<file path="config.mk">
export PLATFORM = sky130hd
export DESIGN_NAME = decode_top
export DESIGN_NICKNAME = d
export VERILOG_FILES = /design/src/hdl/isa_pkg.sv /design/src/hdl/pipe_pkg.sv /design/src/hdl/decode_top.sv /design/src/hdl/decode_unit.sv /design/src/hdl/fetch_unit.sv /design/src/hdl/instr_queue.sv
export SDC_FILE = /design/constraint.sdc
export NUM_CORES = 1
export LEC_CHECK = 0
export BUFFER_PORTS_ARGS = -buffer_cell sky130_fd_sc_hd__buf_2
export CORE_ASPECT_RATIO = 1.75
export CORE_MARGIN = 8
export CORE_UTILIZATION = 59
export DETAILED_ROUTE_END_ITERATION = 10
export PLACE_DENSITY = 0.79
export SKIP_LAST_GASP = 1
export SLEW_MARGIN = 40
export SYNTH_ARGS = -nofsm -noshare
export SYNTH_HDL_FRONTEND = slang
export SYNTH_SLANG_ARGS = --single-unit
</file>
<file path="constraint.sdc">
create_clock -name clk -period 4.4 [get_ports clk]
set_clock_uncertainty 0.05 [all_clocks]
set_input_delay 0.22 -clock clk [delete_from_list [all_inputs] [get_ports clk]]
set_output_delay 0.22 -clock clk [all_outputs]
set_load 0.02 [all_outputs]
</file>
<file path="src/hdl/isa_pkg.sv">
/*
 * isa_pkg
 * instruction set encodings for the decode slice: opcodes, R-type functs,
 * ALU operations and the three field layouts of a 32-bit word
 */
package isa_pkg;

   // primary opcode, bits 31:26
   typedef enum logic [5:0] {
      RTYPE = 6'h00,
      J     = 6'h02,
      JAL   = 6'h03,
      BEQ   = 6'h04,
      BNE   = 6'h05,
      ADDIU = 6'h09,
      SLTI  = 6'h0a,
      SLTIU = 6'h0b,
      ANDI  = 6'h0c,
      ORI   = 6'h0d,
      XORI  = 6'h0e,
      LUI   = 6'h0f,
      LW    = 6'h23,
      SW    = 6'h2b,
      LL    = 6'h30,
      SC    = 6'h38,
      HALT  = 6'h3f   // all ones, stops fetch
   } opcode_t;

   // funct field, only meaningful under RTYPE
   typedef enum logic [5:0] {
      SLL  = 6'h00,
      SRL  = 6'h02,
      JR   = 6'h08,
      ADD  = 6'h20,
      ADDU = 6'h21,
      SUB  = 6'h22,
      SUBU = 6'h23,
      AND  = 6'h24,
      OR   = 6'h25,
      XOR  = 6'h26,
      NOR  = 6'h27,
      SLT  = 6'h2a,
      SLTU = 6'h2b
   } funct_t;

   typedef enum logic [3:0] {
      ALU_ADD, ALU_SUB, ALU_AND, ALU_OR, ALU_XOR,
      ALU_NOR, ALU_SLL, ALU_SRL, ALU_SLT, ALU_SLTU
   } alu_op_t;

   typedef struct packed {
      opcode_t    opcode;
      logic [4:0] rs;
      logic [4:0] rt;
      logic [4:0] rd;
      logic [4:0] shamt;
      funct_t     funct;
   } r_fmt_t;

   typedef struct packed {
      opcode_t     opcode;
      logic [4:0]  rs;
      logic [4:0]  rt;
      logic [15:0] imm;
   } i_fmt_t;

   typedef struct packed {
      opcode_t     opcode;
      logic [25:0] addr;   // word target, low bits of the jump
   } j_fmt_t;

   // one word, three views; the opcode sits in the same place in all of them
   typedef union packed {
      r_fmt_t r;
      i_fmt_t i;
      j_fmt_t j;
   } instr_u;

endpackage

</file>
<file path="src/hdl/pipe_pkg.sv">
/*
 * pipe_pkg
 * pipeline records between fetch, queue and decode, plus the select
 * encodings carried in the decoded control word
 */
package pipe_pkg;

   // write register select
   typedef enum logic [1:0] {
      RD_RD = 2'd0,   // R-type destination
      RD_RT = 2'd1,   // immediates and loads
      RD_RA = 2'd2    // link register for jal
   } regdst_t;

   // second ALU operand
   typedef enum logic [1:0] {
      SRC_REG = 2'd0,
      SRC_IMM = 2'd1,
      SRC_LUI = 2'd2
   } alusrc_t;

   // branch or jump kind, resolved later in the core
   typedef enum logic [1:0] {
      PC_NEXT = 2'd0,
      PC_BEQ  = 2'd1,
      PC_BNE  = 2'd2,
      PC_JUMP = 2'd3
   } pcsel_t;

   typedef enum logic [1:0] {
      WB_ALU  = 2'd0,
      WB_MEM  = 2'd1,
      WB_LINK = 2'd2   // pc + 1 into ra
   } wbsel_t;

   typedef struct packed {
      logic [29:0]      pc;      // word address
      isa_pkg::instr_u  instr;
   } fetch_item_t;

   typedef struct packed {
      logic [29:0]      pc;
      logic [4:0]       rs;
      logic [4:0]       rt;
      logic [4:0]       rd;
      logic [4:0]       shamt;
      logic [31:0]      imm32;   // finished immediate
      regdst_t          regdst;
      logic             extop;   // 1 sign, 0 zero extend
      alusrc_t          alusrc;
      pcsel_t           pcsel;
      logic             memwr;
      wbsel_t           wbsel;
      logic             regwr;
      logic             icu_ren;
      logic             dcu_ren;
      isa_pkg::alu_op_t alu_op;
      logic             halt;
   } ctrl_word_t;

endpackage

</file>
<file path="src/hdl/decode_top.sv">
/*
 * decode_top
 * decode slice: fetch tagging, instruction queue and control decode,
 * credit flow control on both the input and output side
 */
`timescale 1ns/1ps

module decode_top #(
   parameter int QUEUE_DEPTH = 4,   // also the sender's starting credits
   parameter int OUT_CREDITS = 2
) (
   input  logic                 clk,
   input  logic                 rst_n,
   input  logic                 in_valid,
   input  isa_pkg::instr_u      in_instr,
   output logic                 in_credit,
   output logic                 halted,
   output logic                 out_valid,
   output pipe_pkg::ctrl_word_t out_ctrl,
   input  logic                 out_credit
);

   logic                  push_valid;
   pipe_pkg::fetch_item_t push_item;
   logic                  pop_credit;
   logic                  q_valid;
   pipe_pkg::fetch_item_t q_item;
   logic                  q_pop;

   fetch_unit fetch0 (
      .clk        (clk),
      .rst_n      (rst_n),
      .in_valid   (in_valid),
      .in_instr   (in_instr),
      .in_credit  (in_credit),
      .halted     (halted),
      .push_valid (push_valid),
      .push_item  (push_item),
      .pop_credit (pop_credit)
   );

   instr_queue #(.QUEUE_DEPTH(QUEUE_DEPTH)) queue0 (
      .clk        (clk),
      .rst_n      (rst_n),
      .push_valid (push_valid),
      .push_item  (push_item),
      .q_valid    (q_valid),
      .q_item     (q_item),
      .q_pop      (q_pop),
      .pop_credit (pop_credit)
   );

   decode_unit #(.OUT_CREDITS(OUT_CREDITS)) decode0 (
      .clk        (clk),
      .rst_n      (rst_n),
      .q_valid    (q_valid),
      .q_item     (q_item),
      .q_pop      (q_pop),
      .out_valid  (out_valid),
      .out_ctrl   (out_ctrl),
      .out_credit (out_credit)
   );

endmodule

</file>
<file path="src/hdl/decode_unit.sv">
/*
 * decode_unit
 * control unit stage: decodes the queue head into a registered control
 * word and spends one output credit per word sent downstream
 */
`timescale 1ns/1ps

module decode_unit #(
   parameter int OUT_CREDITS = 2
) (
   input  logic                  clk,
   input  logic                  rst_n,
   input  logic                  q_valid,
   input  pipe_pkg::fetch_item_t q_item,
   output logic                  q_pop,
   output logic                  out_valid,
   output pipe_pkg::ctrl_word_t  out_ctrl,
   input  logic                  out_credit
);

   localparam int CW = $clog2(OUT_CREDITS + 1);

   isa_pkg::instr_u      ins;
   isa_pkg::opcode_t     op;
   isa_pkg::funct_t      fn;
   pipe_pkg::ctrl_word_t dec;        // combinational decode of the head
   logic [CW-1:0]        credits;    // free slots downstream

   assign ins = q_item.instr;
   assign op  = ins.r.opcode;
   assign fn  = ins.r.funct;

   // credit is taken at the pop, out_valid follows a cycle later
   assign q_pop = q_valid && (credits != '0);

   always_comb begin
      dec       = '0;
      dec.pc    = q_item.pc;
      dec.rs    = ins.r.rs;
      dec.rt    = ins.r.rt;
      dec.rd    = ins.r.rd;
      dec.shamt = ins.r.shamt;
      dec.halt  = (op == isa_pkg::HALT);

      case (op)
         isa_pkg::RTYPE: dec.regdst = pipe_pkg::RD_RD;
         isa_pkg::JAL:   dec.regdst = pipe_pkg::RD_RA;
         default:        dec.regdst = pipe_pkg::RD_RT;
      endcase

      // logic ops and lui take the immediate unsigned
      dec.extop = !(op == isa_pkg::ORI || op == isa_pkg::ANDI ||
                    op == isa_pkg::XORI || op == isa_pkg::LUI);

      case (op)
         isa_pkg::LUI: dec.alusrc = pipe_pkg::SRC_LUI;
         isa_pkg::BEQ, isa_pkg::BNE, isa_pkg::ORI, isa_pkg::ANDI, isa_pkg::XORI,
         isa_pkg::ADDIU, isa_pkg::SLTI, isa_pkg::SLTIU, isa_pkg::SW, isa_pkg::SC,
         isa_pkg::LW:  dec.alusrc = pipe_pkg::SRC_IMM;
         default:      dec.alusrc = pipe_pkg::SRC_REG;   // rtype and the rest
      endcase

      case (op)
         isa_pkg::J, isa_pkg::JAL: dec.pcsel = pipe_pkg::PC_JUMP;
         isa_pkg::BEQ:             dec.pcsel = pipe_pkg::PC_BEQ;
         isa_pkg::BNE:             dec.pcsel = pipe_pkg::PC_BNE;
         isa_pkg::RTYPE:           dec.pcsel = (fn == isa_pkg::JR) ? pipe_pkg::PC_JUMP
                                                                   : pipe_pkg::PC_NEXT;
         default:                  dec.pcsel = pipe_pkg::PC_NEXT;
      endcase

      dec.memwr = (op == isa_pkg::SW);

      case (op)
         isa_pkg::JAL: dec.wbsel = pipe_pkg::WB_LINK;
         isa_pkg::LW:  dec.wbsel = pipe_pkg::WB_MEM;
         default:      dec.wbsel = pipe_pkg::WB_ALU;
      endcase

      dec.regwr   = !(op == isa_pkg::SW || op == isa_pkg::BEQ || op == isa_pkg::BNE ||
                      op == isa_pkg::SC || op == isa_pkg::J);
      dec.icu_ren = !(op == isa_pkg::SW || op == isa_pkg::LW);
      dec.dcu_ren = (op == isa_pkg::LW);

      if (op == isa_pkg::RTYPE) begin
         case (fn)
            isa_pkg::ADD, isa_pkg::ADDU: dec.alu_op = isa_pkg::ALU_ADD;
            isa_pkg::SUB, isa_pkg::SUBU: dec.alu_op = isa_pkg::ALU_SUB;
            isa_pkg::AND:  dec.alu_op = isa_pkg::ALU_AND;
            isa_pkg::OR:   dec.alu_op = isa_pkg::ALU_OR;
            isa_pkg::XOR:  dec.alu_op = isa_pkg::ALU_XOR;
            isa_pkg::NOR:  dec.alu_op = isa_pkg::ALU_NOR;
            isa_pkg::SLL:  dec.alu_op = isa_pkg::ALU_SLL;
            isa_pkg::SRL:  dec.alu_op = isa_pkg::ALU_SRL;
            isa_pkg::SLT:  dec.alu_op = isa_pkg::ALU_SLT;
            isa_pkg::SLTU: dec.alu_op = isa_pkg::ALU_SLTU;
            default:       dec.alu_op = isa_pkg::ALU_ADD;   // jr and unknowns
         endcase
      end else begin
         case (op)
            isa_pkg::ORI:             dec.alu_op = isa_pkg::ALU_OR;
            isa_pkg::ANDI:            dec.alu_op = isa_pkg::ALU_AND;
            isa_pkg::XORI:            dec.alu_op = isa_pkg::ALU_XOR;
            isa_pkg::SLTI:            dec.alu_op = isa_pkg::ALU_SLT;
            isa_pkg::SLTIU:           dec.alu_op = isa_pkg::ALU_SLTU;
            isa_pkg::BEQ, isa_pkg::BNE: dec.alu_op = isa_pkg::ALU_SUB;  // compare by subtract
            default:                  dec.alu_op = isa_pkg::ALU_ADD;   // address calc
         endcase
      end

      // immediate, lui first since its extop is zero too
      if (dec.alusrc == pipe_pkg::SRC_LUI)
         dec.imm32 = {ins.i.imm, 16'h0000};
      else if (dec.extop)
         dec.imm32 = {{16{ins.i.imm[15]}}, ins.i.imm};
      else
         dec.imm32 = {16'h0000, ins.i.imm};
   end

   always_ff @(posedge clk) begin
      if (!rst_n) begin
         out_valid <= 1'b0;
         credits   <= CW'(OUT_CREDITS);
      end else begin
         out_valid <= q_pop;
         case ({out_credit, q_pop})
            2'b10:   credits <= credits + 1'b1;
            2'b01:   credits <= credits - 1'b1;
            default: ;   // return and spend cancel
         endcase
      end
   end

   always_ff @(posedge clk) begin
      if (q_pop)
         out_ctrl <= dec;   // held until the next pop
   end

endmodule

</file>
<file path="src/hdl/fetch_unit.sv">
/*
 * fetch_unit
 * tags incoming instruction words with a word PC and pushes them to the
 * queue; goes quiet after a HALT but keeps handing credits back
 */
`timescale 1ns/1ps

module fetch_unit (
   input  logic                  clk,
   input  logic                  rst_n,
   input  logic                  in_valid,
   input  isa_pkg::instr_u       in_instr,
   output logic                  in_credit,
   output logic                  halted,
   output logic                  push_valid,
   output pipe_pkg::fetch_item_t push_item,
   input  logic                  pop_credit
);

   logic [29:0] pc_cnt;   // next PC to hand out
   logic        take;     // word accepted this cycle
   logic        drop;     // word arrived after halt
   logic [7:0]  owed;     // credits still waiting for a return slot
   logic [8:0]  due;

   assign take = in_valid && !halted;
   assign drop = in_valid && halted;

   // a pop and a dropped word can land together; one goes out now, the rest wait
   assign due = 9'(owed) + 9'(pop_credit) + 9'(drop);

   always_ff @(posedge clk) begin
      if (!rst_n) begin
         pc_cnt     <= '0;
         halted     <= 1'b0;
         push_valid <= 1'b0;
         in_credit  <= 1'b0;
         owed       <= '0;
      end else begin
         push_valid <= take;
         in_credit  <= (due != 9'd0);
         owed       <= (due != 9'd0) ? 8'(due - 9'd1) : 8'd0;
         if (take) begin
            pc_cnt <= pc_cnt + 30'd1;
            if (in_instr.r.opcode == isa_pkg::HALT)
               halted <= 1'b1;   // sticky until reset
         end
      end
   end

   // payload, qualified by push_valid
   always_ff @(posedge clk) begin
      if (take) begin
         push_item.pc    <= pc_cnt;
         push_item.instr <= in_instr;
      end
   end

endmodule

</file>
<file path="src/hdl/instr_queue.sv">
/*
 * instr_queue
 * circular FIFO between fetch and decode; sized by QUEUE_DEPTH and kept
 * from overflowing by the sender's credits, one credit back per pop
 */
`timescale 1ns/1ps

module instr_queue #(
   parameter int QUEUE_DEPTH = 4
) (
   input  logic                  clk,
   input  logic                  rst_n,
   input  logic                  push_valid,
   input  pipe_pkg::fetch_item_t push_item,
   output logic                  q_valid,
   output pipe_pkg::fetch_item_t q_item,
   input  logic                  q_pop,
   output logic                  pop_credit
);

   localparam int AW = (QUEUE_DEPTH > 1) ? $clog2(QUEUE_DEPTH) : 1;
   localparam int CW = $clog2(QUEUE_DEPTH + 1);
   localparam logic [AW-1:0] LAST = AW'(QUEUE_DEPTH - 1);

   pipe_pkg::fetch_item_t mem [QUEUE_DEPTH];

   logic [AW-1:0] wr_ptr;
   logic [AW-1:0] rd_ptr;
   logic [CW-1:0] count;   // occupancy
   logic          pop;

   assign pop     = q_pop && q_valid;   // ignore a pop on empty
   assign q_valid = (count != '0);
   assign q_item  = mem[rd_ptr];        // head shown directly

   always_ff @(posedge clk) begin
      if (push_valid)
         mem[wr_ptr] <= push_item;
   end

   always_ff @(posedge clk) begin
      if (!rst_n) begin
         wr_ptr     <= '0;
         rd_ptr     <= '0;
         count      <= '0;
         pop_credit <= 1'b0;
      end else begin
         pop_credit <= pop;   // one pulse per pop, one cycle late
         if (push_valid)
            wr_ptr <= (wr_ptr == LAST) ? '0 : wr_ptr + 1'b1;
         if (pop)
            rd_ptr <= (rd_ptr == LAST) ? '0 : rd_ptr + 1'b1;
         case ({push_valid, pop})
            2'b10:   count <= count + 1'b1;
            2'b01:   count <= count - 1'b1;
            default: ;   // both or neither, no change
         endcase
      end
   end

endmodule

</file>
== After elaboration in Yosys (flattened, before gate mapping) ==
Memories as Yosys holds them, arrays and structs flattened. A register that Yosys moved wholly into a read port is not among the register bits.
Cells that the tools add are included.
Storage, ports and cells
  output and inout port bits: 103
  register bits after elaboration: 214
  memories: 1
  memory bits (writable): 248
Cells by class
  reduce and logical (&&, ||, !) cells: 29
  equality and inequality tests: 33
  $add $sub $neg: 10
  mux-type cells: 18
Memories
  queue0.mem: depth 4, bits a word 62, read ports 1, clocked after memory_dff 1, write ports 1, line instr_queue.sv:25  | pipe_pkg::fetch_item_t mem [QUEUE_DEPTH];
Operators with widths (number)
  $eq 6x6->1 const B: 13
  $mux 32: 2
  $eq 6x4->1 const B: 8
  $pmux 4 s9: 1
  $add 30x1->30 const B: 1
  $pmux 4 s6: 1
  $eq 6x2->1 const B: 3
  $pmux 2 s2: 4
  $eq 6x3->1 const B: 2
  $logic_not 6->1: 2
  $reduce_or 11->1: 1
  $eq 2x2->1 const B: 5
  $mux 2: 5
  $add 8x1->9: 1
  $add 9x1->9: 1
  $reduce_bool 9->1: 1
  $logic_or 1x1->1: 8
  $pmux 2 s4: 1
  $sub 8x1->8 const B: 1
  $add 2x1->2 const B: 3
  $pmux 3 s2: 1
  $reduce_bool 2->1: 3
  $reduce_or 2->1: 3
  $eq 2x1->1 const B: 2
  9 further kinds: 17

== Depth between registers and ports, before layout ==
Gate-level depths: netlist of the first run.
  depth in word-level cells: 6
  mapped depth: 10
  mapped depth without buffers: 9

== Hierarchy ==
From an unflattened synthesis of the first run, not the netlist that was laid out.
Unflattened totals
  cells, all modules: 913
  area total of the unflattened synthesis: 17357.9 um^2
By module, submodules not included
  instr_queue: cells each 376, area each 9497.9 um^2, sequential area each 7647.3 um^2, times used 1
  fetch_unit: cells each 309, area each 4012.6 um^2, sequential area each 2682.6 um^2, times used 1
  decode_unit: cells each 228, area each 3847.4 um^2, sequential area each 3032.9 um^2, times used 1

== Worst setup path before layout of the first run ==
OpenSTA, ideal clock, no wires.
  path type: register to register
  start: reg fetch0.halted
  end: reg fetch0.pc_cnt[21]
  required time: 4.274 ns
  path slack: 0.690 ns
  clock period less this slack: 3.710 ns
  cell stages (with the launch flop): 7
  library setup time: 0.076 ns
  path buffers: 1
  data arrival time: 3.584 ns
  cells stage by stage: dfxtp_1 -> nor2b_1 -> clkbuf_1 -> and4_1 -> nand4_1 -> or3_1 -> a21boi_0
Between the ends
  word-level cells in the longest chain between the ends: 2
RTL lines
  from (decl): line fetch_unit.sv:14  | output logic halted,
  from (signal assigned): line fetch_unit.sv:35  | halted <= 1'b0;
  from (signal assigned): line fetch_unit.sv:46  | halted <= 1'b1;
  $logic_not 1->1: line fetch_unit.sv:26  | assign take = in_valid && !halted;
  $logic_and 1x1->1: line fetch_unit.sv:26
  net fetch0.take: line fetch_unit.sv:21  | logic take;
  to (signal assigned): line fetch_unit.sv:44  | pc_cnt <= pc_cnt + 30'd1;
  to (decl): line fetch_unit.sv:20  | logic [29:0] pc_cnt;
The timed path passes the listed nets, and every way through them passes these cells.
A chain may end at the register's enable or synchronous reset.

==> flow_summary.ini, run 1 <==
[cts]
inserted_clock_buffers = 37
ctsResizeCount = 0
postCtsSetupRepairBufs = 0
cts_tree = yes
cts_num_sinks = 463
cts-root-to-sink-buffers = 3
clkLatencyLatePin_ns = 0.54
clk_pin_slew_worst_paths_ns = 0.07
root_buffer = sky130_fd_sc_hd__clkbuf_16
cts_htree_levels = 2

[floorplan]
dieArea_mm2 = 0.0348
initial_utilization_pct = 59.7
core_area_mm2 = 0.0285
i_o_pin_cnt = 139
die_y_um = 241
fp-row-count = 82
fp.dieW_um = 144

[yosys]
syn-cell-area_mm2 = 0.0170
yosys-top-cells-count = sky130_fd_sc_hd__edfxtp_1, sky130_fd_sc_hd__mux4_2, sky130_fd_sc_hd__nand2_1
synth_cells = 900
synth_edf_count = 409
synthTopCellsByArea = sky130_fd_sc_hd__edfxtp_1, sky130_fd_sc_hd__mux4_2, sky130_fd_sc_hd__dfxtp_1
yosys.area.top_type_share_pct = 72.1
synth.distinct_cells = 48
synth.most_common_cell = sky130_fd_sc_hd__edfxtp_1
synth_top_flop_cell = sky130_fd_sc_hd__edfxtp_1
yosysWarnings = 0
synth-seq-cells = 463
ys_seq_area_share_pct = 78.5
netlist.top_cell.by_area = sky130_fd_sc_hd__edfxtp_1
synth_async_sr_flop_share_pct = 0
avgSynthCellArea_um2 = 18.9
synthesis.nets = 948

[placed_design]
post_place_cells = 1398
hpwlAfterDp_um = 19200
place.gp.congestion = 0.824
port-buffer-count = 138

[global_routing]
grt_first_pass_wirelength_um = 48500
antenna_found_initial = 0
globalRouteMet1Util_pct = 19.7
grt_start_max_net_pins = 84
track_usage_pct = 18.7
top_usage_layer = met2
globalRouteMet3Util_pct = 2.50
gr-usage-met2_pct = 36.2
via_count_of_the_first_global_routing_pass = 8905
globalRouteOverflowTotal = 0

[sta]
worst_slew_pin_slew_ns = 0.813
final_hold_vio_count = 0
hold_slack_ns = 0.152
final_max_slew_viol_count = 0
period_needed_ns = 3.00
setup_viol = 0
fraction_of_the_cycle_the_final_worst_path_needs_pct = 68.1
timing.setup.tns_ns = 0
fmax_ghz = 0.334
timing.slew.headroom_pct = 45.8
grt_setup_unrepaired = false

[power_and_ir_drop]
worst_ir_drop_vdd_v = 0.000452
power_density_mw_per_mm2 = 612
power.static_leakage_nw = 6.76
power.clock.fraction_pct = 27.6
p_comb_share_pct = 22.7
share_seq_of_total_power_pct = 49.7
internal_power_mw = 8.48
switching_share_pct = 29.7
power.net_switching_mw = 3.58

[routing]
totalWireLength_um = 31900
detail_route.iter0.violations = 524
avgViaCountPerCell = 5.65
num_vias = 8462
routed_wire_length_per_instance_um = 21.3
drc = 0
final_antenna_net_count = 0
drt-pass1-iter-count = 5

[worst_setup_path]
crit_family = flip-flops
worstPathRequired_ns = 4.61
critical_path.slowest_cell = sky130_fd_sc_hd__dfxtp_4
max_stage_delay_ns = 0.79
worstPathMaxFanout = 33
critical_path_endpoint_category = flop
bufs_and_invs_on_worst_path = 2
startpoint_type = flop
arrival_ns = 3.21
timing.critical_path.cells = mux4_2 -> nor2_1 -> nand3_1 -> inv_2 -> nand3_1 -> inv_2 -> nor2b_1
type_of_the_worst_setup_path = reg -> reg

[final_layout]
drive_gt1_share_pct = 25.7
antennaDiodeCount = 0
area_delta_synth_final_pct = 15.7
finish.net_count = 1139
final_core_util_pct = 69.1
final_cell_count_no_fill = 1498

[job]
cap_violations = 0

[run_status]
run_status = completed

[worst_hold_path]
hold_path.class = in -> reg
-- cells by family after synthesis --
kind of cell             count (synthesis)  share of synthesized area (%)
buffers and inverters                   53                           1.46
multiplexers                            69                           8.48
flip-flops                             463                           78.5
adder cells (fa/ha/maj)                 12                          0.970
AO/OA/AOI/OAI                           51                           1.96
XOR/XNOR                                38                           1.96
AND/OR/NAND/NOR                        214                           6.68
-- path summary, 6_finish.rpt --
kind                                             end              start  cells past startpoint  slack (ns)
worst min register to register  fetch0.push_item[57]  fetch0.pc_cnt[25]                      0        0.42
worst max-delay path            decode0.out_ctrl[28]               flop                      7        1.40
worst min-delay path                   fetch0.halted           in_valid                      4        0.15
worst max register to register  decode0.out_ctrl[28]               flop                      7        1.40
-- power groups by stage --
| stage | Sequential [mW] | Combinational (mW) | Clock [mW] |
|---|---|---|---|
| floorplan | 6.64 | 1.32 | 0 |
| global placement | 6.07 | 2.67 | 0 |
| detailed placement | 6.08 | 2.72 | 0 |
| CTS | 6.00 | 2.78 | 3.38 |
| global route | 6.06 | 2.94 | 3.52 |
| finish | 6.00 | 2.74 | 3.33 |
-- metrics by stage --
stage	setup slack [ns]	power, mW	cell area, um^2
2_1_floorplan	0.690	7.96	17000
5_1_grt	1.19	12.5	19700
6_report	1.40	12.1	19700
3_3_place_gp	1.49	8.74	18100
4_1_cts	1.38	12.2	19700
3_5_place_dp	1.39	8.81	18100
-- area by class of cell --
| class | instances | area (um^2) |
|---|---|---|
| fill | 1779 | 8830 |
| tap | 378 | 473 |
| timing repair buffer | 183 | 1110 |
| sequential | 463 | 13400 |
| inverter | 22 | 85.1 |
| multi-input combinational | 384 | 3430 |
| clock inverter | 23 | 209 |
| clock buffer | 45 | 1020 |
-- registers in the layout, summed over array words and instances (netlist names), named ones only --
signal / flops
fetch0.pc_cnt: 30
fetch0.in_credit: 1
decode0.out_valid: 1
queue0.wr_ptr: 2
fetch0.push_item: 62
queue0.mem: 248
fetch0.halted: 1
fetch0.owed: 8
decode0.out_ctrl: 99
queue0.pop_credit: 1
fetch0.push_valid: 1
queue0.rd_ptr: 2
decode0.credits: 2
queue0.count: 3
-- tightest hold or removal path, stage by stage --
cell                      delay, ns
sky130_fd_sc_hd__buf_2         0.13
sky130_fd_sc_hd__nand3_1       0.10
sky130_fd_sc_hd__nor2_1        0.07
sky130_fd_sc_hd__o21a_1        0.16
-- repair_timing --
action	in CTS	in global routing
hold buffers	32	0
endpoints found under the setup margin	0	0
endpoints found under the hold margin	32	0
-- placed cells by master (no fill, tap or decap), drive strengths merged, types with 2 or more instances in the layout --
cell type	netlist	final
o21ai	17	17
and4	4	4
dfxtp	54	54
o21a	2	2
ha	10	10
a21boi	12	12
a21oi	10	10
xor2	15	15
xnor2	23	23
nor3	10	10
mux2i	7	7
nand2	57	57
or3	15	15
clkinv	0	14
nor2b	24	24
nand4	10	10
and3	5	5
clkbuf	13	45
dlygate4sd3	0	32
clkinvlp	0	5
nand4b	2	2
edfxtp	409	409
mux2	2	2
nand2b	2	2
o22ai	2	2
buf	18	151
o32ai	3	3
nand3	21	21
inv	22	23
nor4	2	2
nor2	26	26
bufinv	0	3
fa	2	2
mux4	60	60
and2	34	34
-- layer usage --
layer / up-vias / share of wire [%]
met1: 4314 / 35
li1: 3847 / -
met3: 59 / 4.6
met4: 0 / 2.7
met5: - / 0
met2: 242 / 57
No activity file was read; power rests on OpenSTA's default activity.
==> run 2, diff against run 1 <==
- clock period: 4.4 -> 3 ns (I/O delays scaled with it)
==> flow_summary.ini, run 2 (same netlist as run 1, synthesis figures left out) <==
[routing]
avgViaCountPerCell = 5.68
drc = 0
totalWireLength_um = 33100
final_antenna_net_count = 0
num_vias = 8523
routed_wire_length_per_instance_um = 22.1
detail_route.iter0.violations = 504
drt-pass1-iter-count = 5

[final_layout]
final.fill_count = 1794
top_regs = queue0.mem: 248 flops, decode0.out_ctrl: 99 flops, fetch0.push_item: 62 flops
stdcell_area_mm2 = 0.0198
largest_reg_flops = 248
multi_input_comb_area_mm2 = 0.00344
max_flop_register = queue0.mem
final_cell_count_no_fill = 1500
drive_gt1_share_pct = 25.3
most_frequent_standard_cell_in_the_layout_excluding_fill_and_tap_cells = sky130_fd_sc_hd__edfxtp_1
finish.net_count = 1141
layout.cells.most_common_list = sky130_fd_sc_hd__edfxtp_1, sky130_fd_sc_hd__buf_2, sky130_fd_sc_hd__mux4_2, sky130_fd_sc_hd__nand2_1, sky130_fd_sc_hd__dfxtp_1
area_delta_synth_final_pct = 16.2
register_area_mm2 = 0.0134
antennaDiodeCount = 0
final_core_util_pct = 69.4

[power_and_ir_drop]
share_seq_of_total_power_pct = 49.1
power.clock.fraction_pct = 27.5
power_density_mw_per_mm2 = 900
power.static_leakage_nw = 6.78
switching_share_pct = 29.6
worst_ir_drop_vdd_v = 0.000934
p_comb_share_pct = 23.4
totalPowerFinal_mw = 17.8
power.net_switching_mw = 5.27
internal_power_mw = 12.5

[cts]
inserted_clock_buffers = 38
clkLatencyLatePin_ns = 0.54
cts.hold.buffers_added = 33
clk_pin_slew_worst_paths_ns = 0.07
ctsResizeCount = 0
cts_htree_levels = 2
cts-root-to-sink-buffers = 3
cts_num_sinks = 463
cts_tree = yes
root_buffer = sky130_fd_sc_hd__clkbuf_16
postCtsSetupRepairBufs = 0

[floorplan]
core_area_mm2 = 0.0285
initial_utilization_pct = 59.7
fp-row-count = 82
die_y_um = 241
dieArea_mm2 = 0.0348
fp.dieW_um = 144
i_o_pin_cnt = 139

[sta]
timing.setup.tns_ns = 0
hold_slack_ns = 0.0773
fraction_of_the_cycle_the_final_worst_path_needs_pct = 91.2
final_hold_vio_count = 0
period_needed_ns = 2.74
fin_ws_ns = 0.263
grt_setup_unrepaired = false
timing.slew.headroom_pct = 54.3
worst_slew_pin_slew_ns = 0.685
setup_viol = 0
final_max_slew_viol_count = 0
fmax_ghz = 0.365

[worst_setup_path]
worstPathMaxFanout = 30
type_of_the_worst_setup_path = reg -> reg
critical_path_endpoint_category = flop
arrival_ns = 2.95
worstPathRequired_ns = 3.21
startpoint_type = flop

[placed_design]
preCtsSetupSlack_ns = 0.318
place.gp.congestion = 0.816
port-buffer-count = 138
post_place_cells = 1398
place_area_mm2 = 0.0182
hpwlAfterDp_um = 18500

[job]
cap_violations = 0

[global_routing]
globalRouteOverflowTotal = 0
track_usage_pct = 19.4
via_count_of_the_first_global_routing_pass = 8696
grt_start_max_net_pins = 103
grt_first_pass_wirelength_um = 49600
antenna_found_initial = 0

[worst_hold_path]
hold_path.class = in -> reg

[run_status]
run_status = completed
-- run 2: cell count changes in the layout (fill, tap and decap cells not counted), moves of 4 or more --
cell and change:
sky130_fd_sc_hd__buf_4 -5, sky130_fd_sc_hd__buf_12 +5, sky130_fd_sc_hd__clkinv_2 -4, sky130_fd_sc_hd__and2_4 -4, sky130_fd_sc_hd__and2_2 +4, sky130_fd_sc_hd__clkbuf_1 +5
-- run 2: layer usage --
metal | global-route usage [%] | share of wire, % | vias up
li1 | - | - | 3858
met2 | 35.7 | 55 | 292
met4 | 9.73 | 4.6 | 0
met3 | 3.03 | 5.6 | 79
met1 | 21.0 | 35 | 4294
met5 | 0 | 0 | -
-- run 2: power groups by stage --
stage	logic, mW	clock network (mW)	registers (mW)
detailed placement	4.13	0	8.86
CTS	4.22	4.95	8.74
global route	4.48	5.19	8.83
global placement	4.05	0	8.85
floorplan	1.96	0	9.72
finish	4.17	4.89	8.74
-- run 2: layout make-up --
type	count	area share (%)
flip-flops and latches	463	67.6
repair buffers	184	5.99
clock inverters	16	0.664
inverters	22	0.436
clock buffers	53	5.56
multi-input cells	384	17.4
well taps	378	2.39
-- run 2: path summary, 6_finish.rpt --
check | startpoint | end | slack (ns) | cells after the start
worst min register to register | fetch0.pc_cnt[25] | fetch0.push_item[57] | 0.42 | 0
worst max-delay path | flop | decode0.out_ctrl[20] | 0.26 | 7
worst min-delay path | out_credit | decode0.credits[1] | 0.08 | 5
worst max register to register | flop | decode0.out_ctrl[20] | 0.26 | 7
-- run 2: critical path, stage by stage, from the launching register on --
cell and delay, ns:
sky130_fd_sc_hd__dfxtp_4 0.51, sky130_fd_sc_hd__mux4_2 0.62, sky130_fd_sc_hd__nor2_1 0.26, sky130_fd_sc_hd__nand3_1 0.21, sky130_fd_sc_hd__inv_2 0.11, sky130_fd_sc_hd__nand3_1 0.14, sky130_fd_sc_hd__inv_2 0.40, sky130_fd_sc_hd__nor2b_1 0.14
